$ cat config.mk
export PLATFORM = sky130hd
export DESIGN_NAME = periph_bus_top
export DESIGN_NICKNAME = d
export VERILOG_FILES = /design/src/source/periph_pkg.sv /design/src/source/address_decoder.sv /design/src/source/control_regs.sv /design/src/source/dsp_multiplier.sv /design/src/source/bus_response.sv /design/src/source/periph_bus_top.sv
export SDC_FILE = /design/constraint.sdc
export NUM_CORES = 1
export LEC_CHECK = 0
export BUFFER_PORTS_ARGS = -buffer_cell sky130_fd_sc_hd__clkbuf_2
export CAP_MARGIN = 20
export CORE_UTILIZATION = 50
export CTS_BUF_LIST = sky130_fd_sc_hd__clkbuf_16
export DETAILED_ROUTE_END_ITERATION = 12
export PLACE_DENSITY = 0.69
export SYNTH_ARGS = -nofsm -noshare
export SYNTH_HDL_FRONTEND = slang
export SYNTH_SLANG_ARGS = --single-unit
$ cat constraint.sdc
create_clock -name vdp_clk -period 8.4 [get_ports vdp_clk]
set_clock_uncertainty 0.15 [all_clocks]
set_input_delay 0.42 -clock vdp_clk [delete_from_list [all_inputs] [get_ports vdp_clk]]
set_output_delay 0.42 -clock vdp_clk [all_outputs]
set_load 0.005 [all_outputs]
$ cat src/source/periph_pkg.sv
// Shared definitions for the peripheral side of the CPU bus.
// Holds the address map, field widths, the request and select structs
// and the write data word with its two decodings. Every RTL module
// imports what it needs from here.

package periph_pkg;

    // Bus and field widths
    localparam int bus_addr_width = 24;
    localparam int bus_data_width = 32;
    localparam int operand_width = 16;
    localparam int led_width = 8;
    localparam int flash_lanes = 4;

    // Region field of the byte address
    localparam int region_lsb = 16;
    localparam int region_width = 4;

    localparam logic [region_width-1:0] region_status = 4'd1;
    localparam logic [region_width-1:0] region_dsp = 4'd2;
    localparam logic [region_width-1:0] region_pad = 4'd3;
    localparam logic [region_width-1:0] region_flash = 4'd4;

    // Address bit that steers a dsp write to operand B
    localparam int dsp_operand_b_bit = 2;

    // Request as the bus master presents and holds it
    typedef struct packed {
        logic [bus_addr_width-1:0] address;
        logic [bus_data_width-1:0] write_data;
        logic [bus_data_width/8-1:0] wstrb;
        logic valid;
    } bus_request_t;

    // Flash bit-bang control word
    typedef struct packed {
        logic [15:0] reserved_hi;
        logic active;
        logic [4:0] reserved_lo;
        logic csn;
        logic clk;
        logic [flash_lanes-1:0] out_en;
        logic [flash_lanes-1:0] data;
    } flash_ctrl_t;

    // Plain view, low half carries operands, the LED byte and pad bits
    typedef struct packed {
        logic [bus_data_width-operand_width-1:0] upper;
        logic [operand_width-1:0] operand;
    } generic_word_t;

    typedef union packed {
        flash_ctrl_t flash_ctrl;
        generic_word_t generic;
    } write_word_u;

    // Registered access payload, qualified by the decoder strobe
    typedef struct packed {
        logic status;
        logic dsp;
        logic pad;
        logic flash;
        logic unmapped;
        logic write;
        logic operand_b;
        write_word_u write_data;
    } periph_select_t;

endpackage

$ cat src/source/address_decoder.sv
// Samples a held bus request once and decodes its region.
// Produces a registered one-cycle strobe with the peripheral selects,
// the write flag and the write data; stays busy until valid drops.

module address_decoder (
    input  logic                       vdp_clk,
    input  logic                       vdp_reset,
    input  periph_pkg::bus_request_t   request,
    output logic                       strobe,
    output periph_pkg::periph_select_t select
);
    import periph_pkg::*;

    logic busy;
    logic accept;
    logic [region_width-1:0] region;
    periph_select_t decoded;

    // A request is taken on the first edge that sees it while idle
    assign accept = request.valid && !busy;
    assign region = request.address[region_lsb +: region_width];

    always_comb begin
        decoded.status = (region == region_status);
        decoded.dsp = (region == region_dsp);
        decoded.pad = (region == region_pad);
        decoded.flash = (region == region_flash);
        decoded.unmapped = !(decoded.status || decoded.dsp || decoded.pad || decoded.flash);

        // Any nonzero byte strobe makes it a write
        decoded.write = |request.wstrb;
        decoded.operand_b = request.address[dsp_operand_b_bit];
        decoded.write_data = request.write_data;
    end

    always_ff @(posedge vdp_clk) begin
        if (vdp_reset) begin
            strobe <= 1'b0;
            busy <= 1'b0;
        end else begin
            strobe <= accept;

            // Held until the master lets go of valid
            if (!request.valid) begin
                busy <= 1'b0;
            end else if (accept) begin
                busy <= 1'b1;
            end
        end
    end

    always_ff @(posedge vdp_clk) begin
        if (accept) begin
            select <= decoded;
        end
    end

endmodule

$ cat src/source/control_regs.sv
// Status LED, gamepad and flash bit-bang control registers.
// Writes land one edge after the decoder strobe and drive the pins
// directly. Also samples pad_data and flash_in for reads.

module control_regs (
    input  logic                                 vdp_clk,
    input  logic                                 vdp_reset,
    input  logic                                 strobe,
    input  periph_pkg::periph_select_t           select,
    input  logic [1:0]                           pad_data,
    input  logic [periph_pkg::flash_lanes-1:0]   flash_in,
    output logic [periph_pkg::led_width-1:0]     led,
    output logic                                 pad_latch,
    output logic                                 pad_clk,
    output logic                                 flash_csn,
    output logic                                 flash_clk,
    output logic [periph_pkg::flash_lanes-1:0]   flash_data_out,
    output logic [periph_pkg::flash_lanes-1:0]   flash_out_en,
    output logic [1:0]                           pad_read,
    output logic [periph_pkg::flash_lanes-1:0]   flash_read
);
    import periph_pkg::*;

    logic [led_width-1:0] status;
    logic [1:0] pad_ctrl;
    flash_ctrl_t flash_ctrl;

    logic status_write;
    logic pad_write;
    logic flash_write;

    assign status_write = strobe && select.write && select.status;
    assign pad_write = strobe && select.write && select.pad;
    assign flash_write = strobe && select.write && select.flash;

    always_ff @(posedge vdp_clk) begin
        if (vdp_reset) begin
            status <= '0;
            pad_ctrl <= '0;
            flash_ctrl <= '0;
        end else begin
            if (status_write) begin
                status <= select.write_data.generic.operand[led_width-1:0];
            end

            // Bit 0 latch, bit 1 clock
            if (pad_write) begin
                pad_ctrl <= select.write_data.generic.operand[1:0];
            end

            if (flash_write) begin
                flash_ctrl <= select.write_data.flash_ctrl;
            end
        end
    end

    // Input samples, read back through the response logic
    always_ff @(posedge vdp_clk) begin
        pad_read <= pad_data;
        flash_read <= flash_in;
    end

    assign led = status;

    assign pad_latch = pad_ctrl[0];
    assign pad_clk = pad_ctrl[1];

    // Pins follow the control word only while active, else idle
    always_comb begin
        if (flash_ctrl.active) begin
            flash_csn = flash_ctrl.csn;
            flash_clk = flash_ctrl.clk;
            flash_out_en = flash_ctrl.out_en;
            flash_data_out = flash_ctrl.data;
        end else begin
            flash_csn = 1'b1;
            flash_clk = 1'b0;
            flash_out_en = '0;
            flash_data_out = '0;
        end
    end

endmodule

$ cat src/source/dsp_multiplier.sv
// Two 16-bit operand registers and their registered signed product.
// Operand B is chosen by an address bit on a dsp write; the product
// follows the operands one edge later.

module dsp_multiplier (
    input  logic                                  vdp_clk,
    input  logic                                  strobe,
    input  periph_pkg::periph_select_t            select,
    output logic [periph_pkg::bus_data_width-1:0] product
);
    import periph_pkg::*;

    logic signed [operand_width-1:0] operand_a;
    logic signed [operand_width-1:0] operand_b;
    logic dsp_write;

    assign dsp_write = strobe && select.write && select.dsp;

    // Operand loads, with the product one edge behind them
    always_ff @(posedge vdp_clk) begin
        if (dsp_write && !select.operand_b) begin
            operand_a <= select.write_data.generic.operand;
        end

        if (dsp_write && select.operand_b) begin
            operand_b <= select.write_data.generic.operand;
        end

        product <= operand_a * operand_b;
    end

endmodule

$ cat src/source/bus_response.sv
// Response side of the peripheral bus.
// Registers mem_ready one edge after the decoder strobe and picks the
// read data for that same cycle, zero outside it.

module bus_response (
    input  logic                                  vdp_clk,
    input  logic                                  vdp_reset,
    input  logic                                  strobe,
    input  periph_pkg::periph_select_t            select,
    input  logic [1:0]                            pad_read,
    input  logic [periph_pkg::flash_lanes-1:0]    flash_read,
    input  logic [periph_pkg::bus_data_width-1:0] product,
    output logic                                  mem_ready,
    output logic [periph_pkg::bus_data_width-1:0] read_data
);
    import periph_pkg::*;

    logic [bus_data_width-1:0] read_mux;

    // Narrow sources are zero-extended
    always_comb begin
        if (select.status || select.unmapped) begin
            read_mux = '0;
        end else if (select.dsp) begin
            read_mux = product;
        end else if (select.pad) begin
            read_mux = bus_data_width'(pad_read);
        end else if (select.flash) begin
            read_mux = bus_data_width'(flash_read);
        end else begin
            read_mux = '0;
        end
    end

    // One ready pulse per decoder strobe
    always_ff @(posedge vdp_clk) begin
        if (vdp_reset) begin
            mem_ready <= 1'b0;
        end else begin
            mem_ready <= strobe;
        end
    end

    always_ff @(posedge vdp_clk) begin
        read_data <= strobe ? read_mux : '0;
    end

endmodule

$ cat src/source/periph_bus_top.sv
// Peripheral bus top level on vdp_clk.
// Takes a held request from the bus master and answers with a one-cycle
// mem_ready two cycles later. Only instances and wiring live here.

module periph_bus_top (
    input  logic                                      vdp_clk,
    input  logic                                      vdp_reset,
    input  periph_pkg::bus_request_t                  request,
    input  logic [1:0]                                pad_data,
    input  logic [periph_pkg::flash_lanes-1:0]        flash_in,
    output logic                                      mem_ready,
    output logic [periph_pkg::bus_data_width-1:0]     read_data,
    output logic [periph_pkg::led_width-1:0]          led,
    output logic                                      pad_latch,
    output logic                                      pad_clk,
    output logic                                      flash_csn,
    output logic                                      flash_clk,
    output logic [periph_pkg::flash_lanes-1:0]        flash_data_out,
    output logic [periph_pkg::flash_lanes-1:0]        flash_out_en
);
    import periph_pkg::*;

    logic strobe;
    periph_select_t select;

    logic [1:0] pad_read;
    logic [flash_lanes-1:0] flash_read;
    logic [bus_data_width-1:0] product;

    // One access in flight at a time
    address_decoder decoder_i (
        .vdp_clk   (vdp_clk),
        .vdp_reset (vdp_reset),
        .request   (request),
        .strobe    (strobe),
        .select    (select)
    );

    control_regs control_regs_i (
        .vdp_clk        (vdp_clk),
        .vdp_reset      (vdp_reset),
        .strobe         (strobe),
        .select         (select),
        .pad_data       (pad_data),
        .flash_in       (flash_in),
        .led            (led),
        .pad_latch      (pad_latch),
        .pad_clk        (pad_clk),
        .flash_csn      (flash_csn),
        .flash_clk      (flash_clk),
        .flash_data_out (flash_data_out),
        .flash_out_en   (flash_out_en),
        .pad_read       (pad_read),
        .flash_read     (flash_read)
    );

    dsp_multiplier dsp_multiplier_i (
        .vdp_clk (vdp_clk),
        .strobe  (strobe),
        .select  (select),
        .product (product)
    );

    // Ready pulse and read data back to the master
    bus_response bus_response_i (
        .vdp_clk    (vdp_clk),
        .vdp_reset  (vdp_reset),
        .strobe     (strobe),
        .select     (select),
        .pad_read   (pad_read),
        .flash_read (flash_read),
        .product    (product),
        .mem_ready  (mem_ready),
        .read_data  (read_data)
    );

endmodule

After elaboration in Yosys (flattened, before gate mapping)
Index checks and enable logic that the tools add are counted.
Cells by class
  reductions and logical operators: 18
  bitwise gates (word level): 2
  equality and inequality tests: 4
  multipliers: 1
  multiplexer cells: 7
Operators with widths (number)
  32-bit two-way mux: 2
  16-bit by 16-bit multiplier with 32-bit output: 1
  4-bit two-way mux: 3
  4-bit by 2-bit == test with 1-bit output (second input constant): 2
  1-bit logical AND: 8
  4-bit by 1-bit == test with 1-bit output (second input constant): 1
  4-bit by 3-bit == test with 1-bit output (second input constant): 1
  1-bit logical OR: 4
  2-bit OR reduction: 2
  4-bit OR reduction: 1
  1-bit logical NOT: 3
  1-bit two-way mux: 2
  1-bit inverter: 2
Storage, ports and cells
  register bits: 149
  bits of input ports: 69
  logic and storage cells: 56

Depth between registers and ports, before layout
  depth in word-level cells: 5
  gate-level depth with buffers: 22

Cells and area by module
From an unflattened synthesis, not the netlist that was laid out.
Unflattened totals
  cell total of the unflattened synthesis: 1367
  area, all modules: 14797.9 µm²
Modules (own cells, without submodules)
  dsp_multiplier: cells each 1132, area an instance 11364.6 µm², times used 1
  address_decoder: cells each 52, area an instance 1291.2 µm², times used 1
  control_regs: cells each 101, area an instance 1079.8 µm², times used 1
  bus_response: cells each 82, area an instance 1062.3 µm², times used 1

Worst setup path before layout
No wires, ideal clock.
  path kind: reg-to-reg
  from: reg dsp_multiplier_i.operand_a[15]
  to: reg dsp_multiplier_i.product[29] (netlist bit)
  data required time: 8.188 ns
  data arrival time: 6.055 ns
  cell stages (with the launch flop): 20
  path slack: 2.133 ns
  library setup time: 0.062 ns
  cell sequence: edfxtp_1 > clkbuf_1 > nand2_1 > inv_1 > fa_1 > fa_1 > fa_1 > fa_1 > fa_1 > inv_1 > fa_1 > inv_1 > ha_1 > and3_1 > and2_1 > a32oi_2 > o311ai_2 > a31o_1 > or4_1 > nand3_1
Between the ends
  cells in the longest elaborated chain, start to end: 1
RTL lines
  start, declared: line dsp_multiplier.sv:13  | logic signed [operand_width-1:0] operand_a;
  start signal, assigned: line dsp_multiplier.sv:22  | operand_a <= select.write_data.generic.operand;
  16-bit by 16-bit multiplier with 32-bit output: line dsp_multiplier.sv:29  | product <= operand_a * operand_b;
  end signal, assigned: line dsp_multiplier.sv:29
  end, declared: line dsp_multiplier.sv:9  | output logic [periph_pkg::bus_data_width-1:0] product
Every way passes these cells.
A chain may end at the register's enable or synchronous reset.

Final worst setup path
Ends and elaborated chain as after synthesis.

==> results.json <==
{
  "grt_pass1_wl_mm": 49.6,
  "drt_iter0_drc": 574,
  "drtPass1Iterations": 5,
  "holdWs_ps": 16.2,
  "setup_ws_ps": 1510,
  "avgRoutedWirePerCell_um": 15.7,
  "place_area_um2": 15000,
  "rows": 61,
  "cp-end-kind": "flop",
  "antenna_cells_inserted": 0,
  "critPathLaunch": "dsp_multiplier_i.operand_a[15]$_DFFE_PP_",
  "io_pins": 122,
  "clock_sinks": 149,
  "grt_max_degree": 29,
  "path_depth": 18,
  "grt_pass1_vias": 9943,
  "routed_wl_mm": 29.2,
  "dp_cells": 1811,
  "synth.distinct_cells": 55,
  "hold_depth": 1,
  "yosys.area_share.adder_pct": 44.1,
  "hold_class": "in -> reg",
  "ff2ff_setup_slack_ps": 1510,
  "finalCritPeriodShare_pct": 82.0,
  "antenna_found_initial": 1,
  "insertion_delay_ps": 440,
  "drt-vias-per-instance": 5.00,
  "synth_mux_area_share_pct": 0.774,
  "fin_tns_setup_ps": 0,
  "tightestPinTransition_ps": 754,
  "synth_xor_area_share_pct": 1.97,
  "crit_path_end": "dsp_multiplier_i.product[29]$_DFF_P_",
  "crit_family": "adder cells",
  "min_from": "request[14]",
  "synth_simple_gate_area_share_pct": 14.8,
  "grt_util_met1_pct": 28.9,
  "clockBufferDepth": 2,
  "clock.fmax_mhz": 145,
  "crit_chain": "nand2_1 > inv_1 > fa_1 > fa_1 > fa_1 > fa_1 > fa_1 > inv_1 > fa_1 > inv_1 > ha_1 > and3_1 > and2_1 > a32oi_2 > o311ai_2 > a31o_1 > or4_1 > nand3_1",
  "cp.required_ps": 8640,
  "path_common_cell": "fa_1",
  "drc": 0,
  "grt.total_usage_pct": 22.3,
  "numCtsBuffers": 17,
  "synth_compound_area_share_pct": 4.55,
  "critPathKind": "reg -> reg",
  "synth_seq_cells": 149,
  "cts_setup_buffers": 0,
  "hold_viol_final": 0,
  "finalCriticalPeriod_ps": 6890,
  "setup_violations": 0,
  "outcome": "finished, final reports clean",
  "h-tree-depth": 4,
  "async_flop_share_pct": 0,
  "reg2regPathDepth": 18,
  "crit_path_start_kind": "flop",
  "syn_nets": 1797,
  "fp.dieW_um": 171,
  "syn_area_per_cell_um2": 10.3,
  "p_per_area_nw_per_um2": 169,
  "pre_cts_slack_ps": 1570,
  "dp_hpwl_mm": 22.1,
  "grt_overflow": 0,
  "worstPathMaxFanout": 16,
  "busiest_layer": "met2",
  "seq_area_frac_synth_pct": 24.8,
  "gp_congestion": 0.855,
  "reg2reg_from": "dsp_multiplier_i.operand_a[15]$_DFFE_PP_",
  "cts_resized": 0,
  "synth-edff-count": 55,
  "num_vias": 9311,
  "slew_violations": 0,
  "use_met2_pct": 38.2,
  "ys.flop_type": "dfxtp_1",
  "synth_top_family_by_area": "adder cells",
  "fin_area_um2": 15800,
  "cts_tree": "done",
  "synth_area_um2": 14200,
  "drive_gt1_share_pct": 9.16,
  "coreArea_um2": 27900,
  "globalRouteMet3Util_pct": 3.68,
  "rsz0062_at_grt": "false",
  "cts_root_buf": "clkbuf_16",
  "nNetsFinal": 1884,
  "dieArea_um2": 29100,
  "max-vdd-ir-drop_uv": 113,
  "maxCapViolCount": 0,
  "port_buffers": 86,
  "floorplan.initialDensity_pct": 51.0,
  "slowest_delay_ps": 920,
  "power_leakage_nw": 7.64,
  "cts.clk_slew.worst_paths_ps": 80,
  "cp.arrival_ps": 7130,
  "synth_cells": 1384,
  "syn_to_final_growth_pct": 11.1,
  "cp_num_buf_inv": 3,
  "slew_headroom_pct": 49.8,
  "fp.dieH_um": 171,
  "ant_nets": 0,
  "yosysWarnings": 0,
  "stdcell_count": 1862,
  "regToRegEndpoint": "dsp_multiplier_i.product[29]$_DFF_P_",
  "crit_path_top_delay_cell": "fa_1"
}
## synth_stat cells, drive strengths merged, types with 14 or more instances
library cell / n / area (um2)
a21oi: 34 / 170
and2: 161 / 1010
clkbuf: 37 / 139
dfxtp: 94 / 1880
edfxtp: 55 / 1650
fa: 262 / 5250
ha: 82 / 1030
inv: 296 / 1110
nand2: 155 / 582
nand3: 14 / 70.1
nor2: 45 / 169
o21ai: 18 / 93.8
xnor2: 23 / 201
## per-layer routing
| layer | part of all wire (%) | up-vias |
|---|---|---|
| met2 | 49 | 269 |
| met4 | 2.7 | 0 |
| met3 | 5.5 | 49 |
| met5 | 0 | - |
| li1 | - | 4357 |
| met1 | 43 | 4636 |
## worst min-delay path by stage
stage | to | slack [ps]
detailed placement | bus_response_i.read_data[27]$_SDFF_PP0_ | 260
global placement | bus_response_i.read_data[12]$_SDFF_PP0_ | 260
finish | decoder_i.select[9]$_DFFE_PP_ | 20
CTS | decoder_i.select[14]$_DFFE_PP_ | 3
global route | decoder_i.select[9]$_DFFE_PP_ | 3
floorplan | bus_response_i.read_data[10]$_SDFF_PP0_ | 260
## metrics by stage
step                      utilization, %  power (mW)
final                               56.7        2.67
after global routing                56.7        2.87
after CTS                           56.6        2.69
after detailed placement            53.8        1.86
after global placement              53.8        1.84
after floorplan                        -        1.65
## cell usage in the layout, fill, tap and decap left out, types with 3 or more instances in the layout
cell | netlist | layout
a31oi_1 | 3 | 3
nand4_1 | 4 | 4
and3_1 | 5 | 5
clkbuf_2 | 0 | 86
nand2b_1 | 5 | 5
inv_1 | 296 | 296
xnor2_1 | 23 | 23
o21a_1 | 3 | 3
buf_4 | 0 | 3
o21bai_1 | 3 | 3
inv_12 | 0 | 3
nor4b_1 | 3 | 3
nor2_1 | 45 | 45
a21o_1 | 10 | 10
clkbuf_16 | 0 | 17
dfxtp_1 | 94 | 94
dlygate4sd3_1 | 0 | 18
nor2b_1 | 10 | 9
nand2_1 | 155 | 155
mux2i_1 | 11 | 11
a211oi_2 | 3 | 3
nor3_1 | 6 | 6
ha_1 | 82 | 82
fa_1 | 262 | 262
or4_1 | 3 | 3
clkinv_8 | 0 | 3
xor2_1 | 9 | 9
edfxtp_1 | 55 | 55
inv_8 | 0 | 5
and2_1 | 161 | 161
nand3_1 | 14 | 14
a21oi_1 | 34 | 34
o21ai_0 | 16 | 16
## power breakdown
part	leakage [nW]	internal (mW)	switching (mW)
Combinational	6.06	0.435	0.561
Sequential	1.28	0.834	0.0233
Clock	0.300	0.411	0.404
Total	7.64	1.68	0.989
## kinds of logic after synthesis
logic type                 Yosys count
AOI/OAI and AO/OA                   95
xor gates and xnor gates            32
adders and majority gates          344
buffers and inverters              336
DFF                                149
muxes                               11
and+or+nand+nor                    417
## area by class of cell
| cell class | instances | area [um2] |
|---|---|---|
| clock buffer | 17 | 425 |
| clock inverter | 15 | 189 |
| fill | 2418 | 12100 |
| inverter | 296 | 1110 |
| multi-input combinational | 899 | 9420 |
| sequential | 149 | 3530 |
| tap | 378 | 473 |
| timing repair buffer | 108 | 648 |
## state kept, by name (all words and copies together), names as in the netlist
name and cells:
dsp_multiplier_i.operand_a 16, dsp_multiplier_i.product 32, decoder_i.select 23, control_regs_i.flash_ctrl 11, control_regs_i.pad_ctrl 2, control_regs_i.led 8
bus_response_i.read_data 32, decoder_i.busy 1, bus_response_i.mem_ready 1, dsp_multiplier_i.operand_b 16, decoder_i.strobe 1, control_regs_i.flash_read 4
control_regs_i.pad_read 2
## repair_timing
action | 4_1_cts | 5_1_grt
setup endpoints to repair | 0 | 0
hold buffers | 17 | 1
endpoints found under the hold margin | 17 | 1
Power figures use the tool's default switching activity.
